### config.mk
export PLATFORM = sky130hd
export DESIGN_NAME = sceneRenderer
export DESIGN_NICKNAME = d
export VERILOG_FILES = /design/src/hdl/gamePkg.sv /design/src/hdl/sceneLayersIf.sv /design/src/hdl/livesTracker.sv /design/src/hdl/sceneLocator.sv /design/src/hdl/paletteMapper.sv /design/src/hdl/sceneRenderer.sv
export SDC_FILE = /design/constraint.sdc
export NUM_CORES = 1
export LEC_CHECK = 0
export BUFFER_PORTS_ARGS = -buffer_cell sky130_fd_sc_hd__buf_2
export CORE_MARGIN = 8
export CORE_UTILIZATION = 50
export DETAILED_ROUTE_END_ITERATION = 10
export MAX_ROUTING_LAYER = met4
export PLACE_DENSITY_LB_ADDON = 0.1
export SYNTH_ARGS = -nofsm -noshare
export SYNTH_HDL_FRONTEND = slang
export SYNTH_HIERARCHICAL = 1
export SYNTH_SLANG_ARGS = --single-unit
### constraint.sdc
create_clock -name Clk -period 4.3 [get_ports Clk]
set_input_delay 0.43 -clock Clk [delete_from_list [all_inputs] [get_ports Clk]]
set_output_delay 0.43 -clock Clk [all_outputs]
set_load 0.01 [all_outputs]
### src/hdl/gamePkg.sv
// shared types and constants for the scene compositor
// coordinates are 10-bit unsigned, so all geometry must stay below 1024
// every object is a flat palette colour, no sprite bitmaps
// lives are tracked against a single pipe at a fixed position
`default_nettype none

package gamePkg;

    // ----------------------------------------------------------------------
    // basic types
    // ----------------------------------------------------------------------
    typedef logic [9:0] coord_t;
    typedef logic [7:0] colour_t;

    typedef struct packed {
        colour_t red;
        colour_t green;
        colour_t blue;
    } rgb_t;

    // ----------------------------------------------------------------------
    // palette
    // ----------------------------------------------------------------------
    localparam int PaletteSize = 8;

    localparam rgb_t Palette [PaletteSize] = '{
        24'h00FF44,
        24'hFFDDEE,
        24'hCC7711,
        24'hDD00FF,
        24'h662255,
        24'h662266,
        24'h000000,
        24'hAAAAAA
    };

    localparam int BallColourIdx  = 3;
    localparam int PipeColourIdx  = 0;
    localparam int HeartColourIdx = 2;

    localparam rgb_t BackgroundRgb = 24'h0000FF;

    // ----------------------------------------------------------------------
    // scene geometry
    // ----------------------------------------------------------------------
    localparam coord_t PipeX      = 10'd300;
    localparam coord_t PipeY      = 10'd380;
    localparam coord_t PipeWidth  = 10'd50;
    localparam coord_t PipeHeight = 10'd100;

    localparam int     HeartCount = 3;
    localparam coord_t HeartX0    = 10'd450;
    localparam coord_t HeartPitch = 10'd50;
    localparam coord_t HeartY     = 10'd20;
    localparam coord_t HeartSize  = 10'd50;

    // ball corner to the point tested against the pipe
    localparam coord_t CollisionProbeOffset = 10'd30;

    // ----------------------------------------------------------------------
    // lives
    // ----------------------------------------------------------------------
    typedef enum logic [2:0] {
        LivesFull,
        HitFirst,
        LivesTwo,
        HitSecond,
        LivesOne,
        LivesNone
    } livesState_t;

    // bit i set while heart i is still drawn
    typedef logic [HeartCount-1:0] heartMask_t;

endpackage

`default_nettype wire

### src/hdl/sceneLayersIf.sv
// registered layer hits between the two pixel stages
// no handshake, one pixel per cycle, all bits valid together
`timescale 1ns/10ps
`default_nettype none

interface sceneLayersIf;

    logic BallOn;
    logic PipeOn;
    logic HeartOn;
    // blank input delayed with the hits
    logic Visible;

    modport source
    (
        output BallOn,
        output PipeOn,
        output HeartOn,
        output Visible
    );

    modport sink
    (
        input BallOn,
        input PipeOn,
        input HeartOn,
        input Visible
    );

endinterface

`default_nettype wire

### src/hdl/livesTracker.sv
// collision FSM for the ball against the single pipe
// a collision is the probe point strictly inside the pipe box
// after a hit the ball must clear the pipe's right edge before the
// next hit counts, so one pass through the pipe costs one life
// outputs follow the state register, one cycle after the ball input
`timescale 1ns/10ps
`default_nettype none

module livesTracker
    import gamePkg::*;
(
    input  logic       Clk,
    input  logic       Reset,
    input  coord_t     BallX,
    input  coord_t     BallY,
    output heartMask_t HeartsIntact,
    output logic [1:0] Lives
);

    livesState_t state;
    livesState_t stateNext;

    // one extra bit so the sums never wrap
    logic [10:0] probeX;
    logic [10:0] probeY;
    logic [10:0] pipeRight;
    logic [10:0] pipeBottom;
    logic        collision;
    logic        pastPipe;

    assign probeX     = {1'b0, BallX} + {1'b0, CollisionProbeOffset};
    assign probeY     = {1'b0, BallY} + {1'b0, CollisionProbeOffset};
    assign pipeRight  = {1'b0, PipeX} + {1'b0, PipeWidth};
    assign pipeBottom = {1'b0, PipeY} + {1'b0, PipeHeight};

    assign collision = (probeX > {1'b0, PipeX}) && (probeX < pipeRight) &&
                       (probeY > {1'b0, PipeY}) && (probeY < pipeBottom);
    assign pastPipe  = {1'b0, BallX} > pipeRight;

    // ----------------------------------------------------------------------
    // state machine
    // ----------------------------------------------------------------------
    always_comb
    begin
        stateNext = state;
        case (state)
            LivesFull: if (collision) stateNext = HitFirst;
            HitFirst:  if (pastPipe)  stateNext = LivesTwo;
            LivesTwo:  if (collision) stateNext = HitSecond;
            HitSecond: if (pastPipe)  stateNext = LivesOne;
            LivesOne:  if (collision) stateNext = LivesNone;
            LivesNone: stateNext = LivesNone;
            default:   stateNext = LivesFull;
        endcase
    end

    always_ff @(posedge Clk or posedge Reset)
    begin
        if (Reset)
            state <= LivesFull;
        else
            state <= stateNext;
    end

    // ----------------------------------------------------------------------
    // lives count and heart mask
    // ----------------------------------------------------------------------
    always_comb
    begin
        case (state)
            LivesFull: Lives = 2'd3;
            HitFirst:  Lives = 2'd2;
            LivesTwo:  Lives = 2'd2;
            HitSecond: Lives = 2'd1;
            LivesOne:  Lives = 2'd1;
            default:   Lives = 2'd0;
        endcase
    end

    // hearts are lost from bit 0 upward
    for (genvar i = 0; i < HeartCount; i++)
    begin : gHeartMask
        assign HeartsIntact[i] = Lives > 2'(HeartCount - 1 - i);
    end

    livesNeverRise: assert property (
        @(posedge Clk) disable iff (Reset) Lives <= $past(Lives)
    ) else $error("lives count rose without reset");

endmodule

`default_nettype wire

### src/hdl/sceneLocator.sv
// first pixel stage: rectangle tests for ball, pipe and hearts
// all boxes are half-open, [start, start + size)
// a heart only hits while its bit in HeartsIntact is set
// hits and Blank are registered, one cycle of latency
`timescale 1ns/10ps
`default_nettype none

module sceneLocator
    import gamePkg::*;
(
    input  logic         Clk,
    input  logic         Reset,
    input  coord_t       DrawX,
    input  coord_t       DrawY,
    input  logic         Blank,
    input  coord_t       BallX,
    input  coord_t       BallY,
    input  coord_t       BallSize,
    input  heartMask_t   HeartsIntact,
    sceneLayersIf.source Layers
);

    logic ballHit;
    logic pipeHit;
    logic heartHit;

    // widened so start + size cannot wrap
    function automatic logic inSpan(coord_t pos, coord_t start, coord_t size);
        logic [10:0] last;
        last = {1'b0, start} + {1'b0, size};
        return ({1'b0, pos} >= {1'b0, start}) && ({1'b0, pos} < last);
    endfunction

    assign ballHit = inSpan(DrawX, BallX, BallSize) && inSpan(DrawY, BallY, BallSize);
    assign pipeHit = inSpan(DrawX, PipeX, PipeWidth) && inSpan(DrawY, PipeY, PipeHeight);

    // heart row, one box per heart
    always_comb
    begin
        heartHit = 1'b0;
        for (int i = 0; i < HeartCount; i++)
        begin
            if (HeartsIntact[i] &&
                inSpan(DrawX, HeartX0 + coord_t'(i) * HeartPitch, HeartSize) &&
                inSpan(DrawY, HeartY, HeartSize))
            begin
                heartHit = 1'b1;
            end
        end
    end

    // ----------------------------------------------------------------------
    // stage register
    // ----------------------------------------------------------------------
    always_ff @(posedge Clk or posedge Reset)
    begin
        if (Reset)
        begin
            Layers.BallOn  <= 1'b0;
            Layers.PipeOn  <= 1'b0;
            Layers.HeartOn <= 1'b0;
            Layers.Visible <= 1'b0;
        end
        else
        begin
            Layers.BallOn  <= ballHit;
            Layers.PipeOn  <= pipeHit;
            Layers.HeartOn <= heartHit;
            Layers.Visible <= Blank;
        end
    end

endmodule

`default_nettype wire

### src/hdl/paletteMapper.sv
// second pixel stage: fixed priority and palette lookup
// priority is blanking, ball, pipe, heart, then background
// output colour is registered, one cycle of latency
`timescale 1ns/10ps
`default_nettype none

module paletteMapper
    import gamePkg::*;
(
    input  logic       Clk,
    input  logic       Reset,
    sceneLayersIf.sink Layers,
    output colour_t    Red,
    output colour_t    Green,
    output colour_t    Blue
);

    rgb_t pixelRgb;
    rgb_t outRgb;

    always_comb
    begin
        if (!Layers.Visible)
            pixelRgb = '0;
        else if (Layers.BallOn)
            pixelRgb = Palette[BallColourIdx];
        else if (Layers.PipeOn)
            pixelRgb = Palette[PipeColourIdx];
        else if (Layers.HeartOn)
            pixelRgb = Palette[HeartColourIdx];
        else
            pixelRgb = BackgroundRgb;
    end

    always_ff @(posedge Clk or posedge Reset)
    begin
        if (Reset)
            outRgb <= '0;
        else
            outRgb <= pixelRgb;
    end

    assign Red   = outRgb.red;
    assign Green = outRgb.green;
    assign Blue  = outRgb.blue;

    // blanked pixel must come out black on the next cycle
    blankGivesBlack: assert property (
        @(posedge Clk) disable iff (Reset)
        !Layers.Visible |=> (Red == '0) && (Green == '0) && (Blue == '0)
    ) else $error("blanked pixel produced a colour");

endmodule

`default_nettype wire

### src/hdl/sceneRenderer.sv
// scene compositor top level
// DrawX, DrawY and Blank reach Red, Green and Blue two cycles later
// Blank is high during the visible area
// Lives follows the ball inputs by one cycle
`timescale 1ns/10ps
`default_nettype none

module sceneRenderer
    import gamePkg::*;
(
    input  logic       Clk,
    input  logic       Reset,
    input  coord_t     DrawX,
    input  coord_t     DrawY,
    input  logic       Blank,
    input  coord_t     BallX,
    input  coord_t     BallY,
    input  coord_t     BallSize,
    output colour_t    Red,
    output colour_t    Green,
    output colour_t    Blue,
    output logic [1:0] Lives
);

    heartMask_t   heartsIntact;
    sceneLayersIf layers ();

    livesTracker u_livesTracker
    (
        .Clk          (Clk),
        .Reset        (Reset),
        .BallX        (BallX),
        .BallY        (BallY),
        .HeartsIntact (heartsIntact),
        .Lives        (Lives)
    );

    sceneLocator u_sceneLocator
    (
        .Clk          (Clk),
        .Reset        (Reset),
        .DrawX        (DrawX),
        .DrawY        (DrawY),
        .Blank        (Blank),
        .BallX        (BallX),
        .BallY        (BallY),
        .BallSize     (BallSize),
        .HeartsIntact (heartsIntact),
        .Layers       (layers.source)
    );

    paletteMapper u_paletteMapper
    (
        .Clk    (Clk),
        .Reset  (Reset),
        .Layers (layers.sink),
        .Red    (Red),
        .Green  (Green),
        .Blue   (Blue)
    );

endmodule

`default_nettype wire

* After elaboration in Yosys (flattened, before gate mapping)
Cells that the tools add are included.
** Word-level totals
- Input bits :: 53
- Logic and storage cells :: 83
- Register bits after elaboration :: 31
** Cells by class
- Add/subtract/negate cells :: 4
- $lt $le $gt $ge :: 24
- Equal/unequal tests :: 10
- Reductions and logical operators :: 23
- Multiplexer cells :: 14
** Operator list (count)
- two-way mux 24 bit :: 4
- greater-or-equal comparator 10 x 9 -> 1 bit, second input constant :: 4
- less-than comparator 10 x 9 -> 1 bit, second input constant :: 3
- adder 10 x 10 -> 11 bit :: 2
- adder 10 x 5 -> 11 bit, second input constant :: 2
- greater-than comparator 11 x 9 -> 1 bit, second input constant :: 2
- less-than comparator 10 x 11 -> 1 bit :: 2
- less-than comparator 11 x 9 -> 1 bit, second input constant :: 2
- greater-or-equal comparator 10 bit :: 2
- less-than comparator 10 bit, second input constant :: 2
- logical AND 1 bit :: 19
- one-hot mux 3 bit (6 select lines) :: 1
- two-way mux 3 bit :: 5
- greater-or-equal comparator 10 bit, second input constant :: 1
- greater-or-equal comparator 10 x 5 -> 1 bit, second input constant :: 1
- greater-than comparator 10 x 9 -> 1 bit, second input constant :: 1
- less-than comparator 10 x 7 -> 1 bit, second input constant :: 1
- inequality test 2 x 1 -> 1 bit, second input constant :: 5
- equality test 3 x 2 -> 1 bit, second input constant :: 2
- equality test 3 bit, second input constant :: 2
- one-hot mux 2 bit (3 select lines) :: 1
- AND reduction 5 bit :: 1
- greater-than comparator 2 x 1 -> 1 bit, second input constant :: 2
- OR reduction 2 bit :: 2
- other kinds (4) :: 6

* Logic depth before layout (Yosys ltp)
Gate-level depths: netlist of run 1.
- Depth after elaboration :: 9
- Depth in mapped cells :: 13
- Depth with buffers taken out :: 13

* Cells and area by module
The synthesis of run 1 kept the hierarchy.
** By module, submodules not included
- sceneLocator :: cells an instance 245, area each 1953.1 um2, instances 1
- livesTracker :: cells an instance 92, area each 699.4 um2, instances 1
- paletteMapper :: cells an instance 36, area each 390.4 um2, instances 1

* Least setup slack after synthesis of run 1
Ideal clock, no wire load.
- Path kind :: input -> register
- Start point :: input BallX[0]
- End point :: register u_sceneLocator.Layers.BallOn
- Slack :: 1.476 ns
- Data required time :: 4.234 ns
- Setup time :: 0.066 ns
- Arrival :: 2.758 ns
- Buffers on the path :: 0
- Stages :: 13
- Cell sequence :: ha_1 -> fa_1 -> a211oi_1 -> nor2_1 -> o21a_1 -> nor2_1 -> xor2_1 -> ha_1 -> or3_1 -> a221oi_1 -> a211oi_1 -> o22ai_1 -> o311a_1
** Between the ends
- Cells in the longest elaborated chain, start to end :: 4
- Elaborated cells on any way between the ends :: 5
** Ends and longest elaborated chain
- from (decl) :: RTL line sceneRenderer.sv:16 : input coord_t BallX,
- adder 10 x 10 -> 11 bit :: RTL line sceneLocator.sv:30 : last = {1'b0, start} + {1'b0, size};
- less-than comparator 10 x 11 -> 1 bit :: RTL line sceneLocator.sv:31 : return ({1'b0, pos} >= {1'b0, start}) && ({1'b0, pos} < last);
- logical AND 1 bit * :: RTL line sceneLocator.sv:31
- logical AND 1 bit * :: RTL line sceneLocator.sv:34 : assign ballHit = inSpan(DrawX, BallX, BallSize) && inSpan(DrawY, BallY, BallSize);
- via u_sceneLocator.ballHit :: RTL line sceneLocator.sv:23 : logic ballHit;
- to (signal assigned) :: RTL line sceneLocator.sv:66 : Layers.BallOn <= ballHit;
- to (decl) :: RTL line sceneLayersIf.sv:16 : output BallOn,
Mark *: on every way through the listed nets, which the timed path passes. The rest lies on a longest branch.
A chain may end at the register's enable or synchronous reset.

* Final worst setup path of run 1
- Start point :: input BallX[6]
- End point :: register u_sceneLocator.Layers.BallOn
Same word-level chain as after synthesis.

==> results_dict.tcl, run 1 <==
set metrics [dict create \
    outcome "finished, final reports clean" \
    n_fill_cell 571 \
    timing.final.crit_share_pct 68.72 \
    cts_root_buf "sky130_fd_sc_hd__clkbuf_8" \
    flip_flop_and_latch_count_after_synthesis 14 \
    placed_cells_incl_taps 505 \
    numCtsBuffers 3 \
    slew_violations 0 \
    hold_path.class "primary input to asynchronous set/reset pin" \
    dominantRegCellSynth "sky130_fd_sc_hd__dfrtp_1" \
    crit_path_end_kind "register" \
    period_needed_ns 2.955 \
    grt_max_degree 12 \
    cap_viol_max_count 0 \
    detailroute.via_count 2986 \
    tightest_slew_ns 0.5025 \
    detailedPlace.worstSlack_ns 1.149 \
    initial_core_utilization_pct 51.70 \
    tritoncts "yes" \
    worst_setup_hold_path_clk_slew_ns 0.06 \
    timing.critical_path.cells "buf_2 > ha_1 > or3_1 > o22a_1 > a31o_1 > a21oi_2 > xor2_1 > ha_1 > o211ai_1 > a211o_1 > nor4_1 > o22ai_1 > o311a_1" \
    worstPathArrival_ns 3.08 \
    place_congestion 0.9141 \
    pin_count 79 \
    synth_sequential_area_ratio_pct 11.51 \
    wl_per_cell_microns 16.32 \
    die_width_microns 94.01 \
    whs_ns 0.06616 \
    number_of_antenna_violations_at_the_first_check_in_global_routing 0 \
    postSynth.asyncResetShare_pct 100.0 \
    synthesis.area_sq_um 3043 \
    postCtsSetupBuffers 0 \
    cts-htree-levels 1 \
    fin_tns_setup_ns 0 \
    floorplan.die_area_sq_um 8838 \
    grt_util_all_layers_pct 18.86 \
    p_per_area_nw_per_um2 198.6 \
    required_time_at_the_worst_slack_endpoint_ns 4.42 \
    place_area_sq_um 3369 \
    final_worst_setup_slack_ns 1.345 \
    cts.sink_count 14 \
    n_antenna_cell 0 \
    detail_route.wirelength_microns 8308 \
    setup_viol 0 \
    global_route.overflow_total 0 \
    synth_cells 373 \
    fmax_mhz 338.4 \
    post_synth_num_cell_types 70 \
    post_cts_resized 0 \
    grt_setup_unrepaired "no" \
    grt_pass1_wl_microns 13210 \
    hold_violations 0 \
    portBuffers 76 \
    final_area_sq_um 3425 \
    setup_crit_start_kind "primary input" \
    via_per_inst 5.866 \
    ant_nets 0 \
    total_leakage_power_nw 1.775 \
    floorplan.core_area_sq_um 5886 \
    placementRows 28 \
    clock_path_buffers 2 \
    area_growth_syn_to_layout_pct 12.54 \
    slew_headroom_pct 65.63 \
    first_iter_violations 180 \
    cts.hold.buffers_added 0 \
    cp_common_cell "sky130_fd_sc_hd__ha_1" \
    yosysWarnings 6 \
    path_max_fanout 10 \
    multi_input_area_sq_um 2410 \
    slowest_stage_cell_crit_path "sky130_fd_sc_hd__or3_1" \
    clock_skew_ns 0.002514 \
    die_h_microns 94.01 \
    finalPower_uw 680.3 \
    grt_pass1_vias 2782 \
    core_utilization_of_the_finished_layout_pct 58.18 \
    drcViolationCount 0 \
    vdd_drop_max_uv 223.7 \
    post_synth.cell_area_avg_sq_um 8.158 \
    clock_insertion_delay_worst_skew_ns 0.24 \
    critical-path-max-stage-delay_ns 0.39 \
    dp_hpwl_microns 7164 \
    drt_pass1_iterations 5 \
    fraction_of_layout_instances_using_a_drive_strength_above_1_pct 22.58 \
    final_cell_count_no_fill 509 \
    final_nets 551 \
    final-seq-area_sq_um 350.3 \
    post_synth_edffs 0 \
    timing_worst_setup_path_type "primary input to register" \
]
where the power goes:
group / leakage [nW] / internal (mW) / switching, mW / total (mW)
clock: 0.0288 / 0.0809 / 0.0432 / 0.124
sequential: 0.185 / 0.140 / 0.0138 / 0.154
combinational: 1.56 / 0.178 / 0.224 / 0.402
total: 1.77 / 0.399 / 0.281 / 0.680
cells by family after synthesis:
kind of cell,after synthesis,synth area share (%)
AO/OA/AOI/OAI,114,26.40
AND/OR/NAND/NOR,106,20.60
adder cells (fa/ha/maj),63,26.40
buffers and inverters,56,9.416
XOR/XNOR,17,4.893
flip-flops,14,11.51
multiplexers,2,0.6579
other,1,0.1232
cells in the mapped netlist (2+ instances only):
| master | n | area share (%) |
|---|---|---|
| sky130_fd_sc_hd__xor2_1 | 12 | 3.5 |
| sky130_fd_sc_hd__a211o_1 | 6 | 1.7 |
| sky130_fd_sc_hd__mux2i_1 | 2 | 0.66 |
| sky130_fd_sc_hd__or3_1 | 3 | 0.62 |
| sky130_fd_sc_hd__a211oi_1 | 4 | 0.99 |
| sky130_fd_sc_hd__nor3_1 | 10 | 1.6 |
| sky130_fd_sc_hd__o21ai_0 | 16 | 2.6 |
| sky130_fd_sc_hd__a41oi_1 | 2 | 0.58 |
| sky130_fd_sc_hd__nand3_1 | 10 | 1.6 |
| sky130_fd_sc_hd__inv_2 | 2 | 0.25 |
| sky130_fd_sc_hd__buf_4 | 18 | 4.4 |
| sky130_fd_sc_hd__nand2_1 | 16 | 2.0 |
| sky130_fd_sc_hd__a21oi_1 | 23 | 3.8 |
| sky130_fd_sc_hd__o211ai_1 | 8 | 2.0 |
| sky130_fd_sc_hd__nand4_1 | 9 | 1.9 |
| sky130_fd_sc_hd__inv_1 | 34 | 4.2 |
| sky130_fd_sc_hd__o21bai_1 | 4 | 0.99 |
| sky130_fd_sc_hd__and3_1 | 2 | 0.41 |
| sky130_fd_sc_hd__fa_1 | 2 | 1.3 |
| sky130_fd_sc_hd__o22ai_1 | 5 | 1.0 |
| sky130_fd_sc_hd__or4_1 | 3 | 0.74 |
| sky130_fd_sc_hd__and4b_1 | 2 | 0.66 |
| sky130_fd_sc_hd__nor2_1 | 20 | 2.5 |
| sky130_fd_sc_hd__xnor2_1 | 5 | 1.4 |
| sky130_fd_sc_hd__ha_1 | 61 | 25 |
| sky130_fd_sc_hd__nor2b_1 | 4 | 0.82 |
| sky130_fd_sc_hd__a21o_1 | 9 | 2.2 |
| sky130_fd_sc_hd__nor4_1 | 3 | 0.62 |
| sky130_fd_sc_hd__a221oi_1 | 4 | 1.2 |
| sky130_fd_sc_hd__o21a_1 | 9 | 2.2 |
| sky130_fd_sc_hd__dfrtp_1 | 14 | 12 |
| sky130_fd_sc_hd__nand2b_1 | 8 | 1.6 |
| sky130_fd_sc_hd__o31ai_1 | 3 | 0.74 |
| sky130_fd_sc_hd__o2111a_1 | 2 | 0.74 |
| sky130_fd_sc_hd__a31oi_1 | 3 | 0.62 |
final cells by class:
cell class | count | area share, %
clock buffers | 4 | 1.608
inverters | 36 | 3.946
multi-input cells | 304 | 70.37
flip-flops and latches | 14 | 10.23
well taps | 75 | 2.740
repair buffers | 76 | 11.11
placed cells by master (no fill, tap or decap), drive strengths merged, types with 3 or more instances in the layout:
cell type / count
buf: 76
ha: 61
inv: 36
a21oi: 24
nor2: 20
nand2: 16
o21ai: 16
dfrtp: 14
xor2: 12
nand3: 10
nor3: 10
a21o: 10
nand2b: 10
nand4: 9
o21a: 9
o211ai: 8
a211o: 6
o22ai: 5
xnor2: 5
clkbuf: 4
nor2b: 4
o21bai: 4
a221oi: 4
a211oi: 4
nor4: 4
a31oi: 3
o31ai: 3
or3: 3
or4: 3
path summary, 6_finish.rpt:
path,startpoint,end,slack (ns),depth (start not counted)
max in group asynchronous,Reset,u_paletteMapper/Red[4],3.97,2
worst min-delay path,Reset,u_livesTracker/state[1],0.07,2
worst max register to register,u_livesTracker/state[1],u_livesTracker/state[0],2.53,5
worst max-delay path,BallX[6],u_sceneLocator/Layers.BallOn,1.34,13
worst min register to register,u_sceneLocator/Layers.PipeOn,u_paletteMapper/Blue[4],0.50,1
min in group Clk,Blank,u_sceneLocator/Layers.Visible,0.30,1
critical path, delay by kind of cell:
family,cells,cell delay (ns)
AOI/OAI and AO/OA,7,1.23
and+or+nand+nor,2,0.63
adders and majority gates,2,0.54
buffers and inverters,1,0.16
xor gates and xnor gates,1,0.08
state kept, by name (all words and copies together) (netlist names):
signal and flops:
u_livesTracker/state 3, u_paletteMapper/Blue 3, u_paletteMapper/Green 2, u_paletteMapper/Red 2
u_sceneLocator/Layers.BallOn 1, u_sceneLocator/Layers.HeartOn 1, u_sceneLocator/Layers.PipeOn 1, u_sceneLocator/Layers.Visible 1
metal layers:
layer	vias up	routed length (microns)	global-route usage [%]
met3	4	559	1.998
met2	108	3711	29.17
met5	-	0	-
met4	0	40	2.906
met1	1356	3997	26.11
li1	1518	-	-
No activity file was read; power rests on OpenSTA's default activity.
==> run 2, diff against run 1 <==
clock period = 2.55 ns   (was 4.3 ns; I/O delays follow)
==> run 2 against run 1 <==
The flow now finishes with violations (setup timing). Non-clock buffer count increased by 51. Clock power rose by 69%. Highest routed layer unchanged. Critical path depth stayed put. Via count is 8.9% higher. Register-to-register slack worse by 1.7 ns. Routed wire length up 12%. Critical path type unchanged. Largest cell class unchanged. Flip-flop and latch count is the same. First-iteration DRC count shrank 30%. Utilization rose by 9.1 points. Hold slack gained 0.057 ns. Critical endpoint unchanged. Total power is 90% higher.
==> results_dict.tcl, run 2 (synthesis gave the netlist of run 1 again) <==
set metrics [dict create \
    cts-htree-levels 1 \
    initial_core_utilization_pct 51.70 \
    hold_path.class "primary input to register" \
    final_nets 602 \
    detailedPlace.worstSlack_ns -0.3958 \
    reg2reg_depth 5 \
    p_per_area_nw_per_um2 326.2 \
    setup_crit_start_kind "primary input" \
    period_needed_ns 2.691 \
    core_utilization_of_the_finished_layout_pct 67.30 \
    area_growth_syn_to_layout_pct 30.18 \
    cap_viol_max_count 0 \
    portBuffers 76 \
    tritoncts "yes" \
    grt_util_all_layers_pct 21.24 \
    dp_hpwl_microns 7676 \
    grt_pass1_wl_microns 15060 \
    grt_setup_unrepaired "yes" \
    n_antenna_cell 0 \
    failed_checks "setup timing" \
    detail_route.wirelength_microns 9298 \
    path_max_fanout 2 \
    crit_family "compound AO/OA/AOI/OAI gates" \
    total_leakage_power_nw 2.044 \
    whs_ns 0.1230 \
    die_width_microns 94.01 \
    pin_count 79 \
    place_area_sq_um 3747 \
    required_time_at_the_worst_slack_endpoint_ns 2.73 \
    slew_headroom_pct 58.54 \
    tightest_slew_ns 0.6203 \
    setup_viol 1 \
    cts_root_buf "sky130_fd_sc_hd__clkbuf_8" \
    cts.sink_count 14 \
    critical-path-max-stage-delay_ns 0.38 \
    worst_setup_hold_path_clk_slew_ns 0.06 \
    clock_path_buffers 2 \
    worstPathArrival_ns 2.87 \
    wl_per_cell_microns 16.60 \
    drcViolationCount 0 \
    outcome "finished with violations" \
    grt_max_degree 11 \
    critical_path.n_buffers_inverters 1 \
    fmax_mhz 371.6 \
    die_h_microns 94.01 \
    layout.cells.most_common_list "sky130_fd_sc_hd__buf_2, sky130_fd_sc_hd__ha_1, sky130_fd_sc_hd__buf_4, sky130_fd_sc_hd__inv_1, sky130_fd_sc_hd__a21oi_1" \
    slew_violations 0 \
    via_per_inst 5.805 \
    leading_cell_type_in_the_layout_fill_and_taps_excluded "sky130_fd_sc_hd__buf_2" \
    crit_path_end_kind "register" \
    clock_insertion_delay_worst_skew_ns 0.24 \
    floorplan.core_area_sq_um 5886 \
    global_route.overflow_total 0 \
    final_area_sq_um 3961 \
    vdd_drop_max_uv 264.9 \
    number_of_antenna_violations_at_the_first_check_in_global_routing 0 \
    detailroute.via_count 3251 \
    grt_pass1_vias 3237 \
    floorplan.die_area_sq_um 8838 \
    timing_worst_setup_path_type "primary input to register" \
    clock_skew_ns 0.002851 \
    placementRows 28 \
    slowest_stage_cell_crit_path "sky130_fd_sc_hd__or3_1" \
    numCtsBuffers 3 \
    place_congestion 0.9234 \
    whs_path_depth 1 \
    first_iter_violations 126 \
    timing.critical_path.cells "buf_8 > ha_4 > or3_1 > o22a_1 > a31o_1 > a21oi_2 > xor2_1 > ha_2 > a21oi_1 > a211o_1 > nor4_4 > o22ai_2 > o311a_1" \
    drt_pass1_iterations 4 \
    ant_nets 0 \
    hold_violations 0 \
    final_worst_setup_slack_ns -0.1407 \
    timing.final.crit_share_pct 105.5 \
    fraction_of_layout_instances_using_a_drive_strength_above_1_pct 33.81 \
    worstSetupPathDepth 13 \
]
## run 2: cell count changes in the layout (fill, tap and decap cells not counted), sizes merged
| cell | change |
|---|---|
| dlygate4sd3 | +1 |
| buf | +50 |
## run 2: path summary, 6_finish.rpt
kind / end / start / slack [ns]
worst max-delay path: u_sceneLocator/Layers.BallOn / BallSize[5] / -0.14
worst max register to register: u_livesTracker/state[0] / u_livesTracker/state[1] / 0.82
max in group asynchronous: u_paletteMapper/Green[6] / Reset / 1.85
min in group asynchronous: u_livesTracker/state[1] / Reset / 0.44
worst min-delay path: u_sceneLocator/Layers.Visible / Blank / 0.12
worst min register to register: u_paletteMapper/Blue[4] / u_sceneLocator/Layers.PipeOn / 0.50
## run 2: what timing repair did
item                       in CTS  in global routing
setup buffers                   3                  0
hold endpoints to repair       14                  0
hold buffers                    1                  0
setup endpoints to repair       1                  1
pin swaps                      21                  1
resized for setup              25                  2
## run 2: metal layers
metal / vias up / part of all wire [%] / global-route usage (%) / routed length [microns]
met5: - / 0 / - / 0
met4: 0 / 1.6 / 5.020 / 147
met3: 18 / 7.6 / 3.517 / 703
met2: 107 / 48 / 35.94 / 4478
met1: 1513 / 43 / 25.57 / 3969
li1: 1613 / - / - / -
## run 2: power by group
group          internal (mW)  total (mW)  switching (mW)  leakage (nW)
Combinational          0.394       0.823           0.429          1.83
Clock                  0.136       0.210          0.0734        0.0288
Sequential             0.237       0.260          0.0228         0.185
## run 2: per-stage QoR
| stage | total power [mW] | setup TNS, ns | instances |
|---|---|---|---|
| 6_report | 1.292 | -0.1407 | 560 |
| 5_1_grt | 1.397 | -0.2210 | 560 |
| 4_1_cts | 1.276 | -0.03884 | 560 |
| 3_5_place_dp | 1.022 | -0.3958 | 552 |
| 3_3_place_gp | 0.9987 | -0.3240 | 552 |
| 2_1_floorplan | 0.7411 | -0.02150 | 374 |
## run 2: cell type report
type / count / area [sq um]
tap: 75 / 93.84
multi-input combinational: 304 / 2529
inverter: 36 / 135.1
timing repair buffer: 127 / 798.3
fill: 539 / 1924
clock buffer: 4 / 55.05
sequential: 14 / 350.3
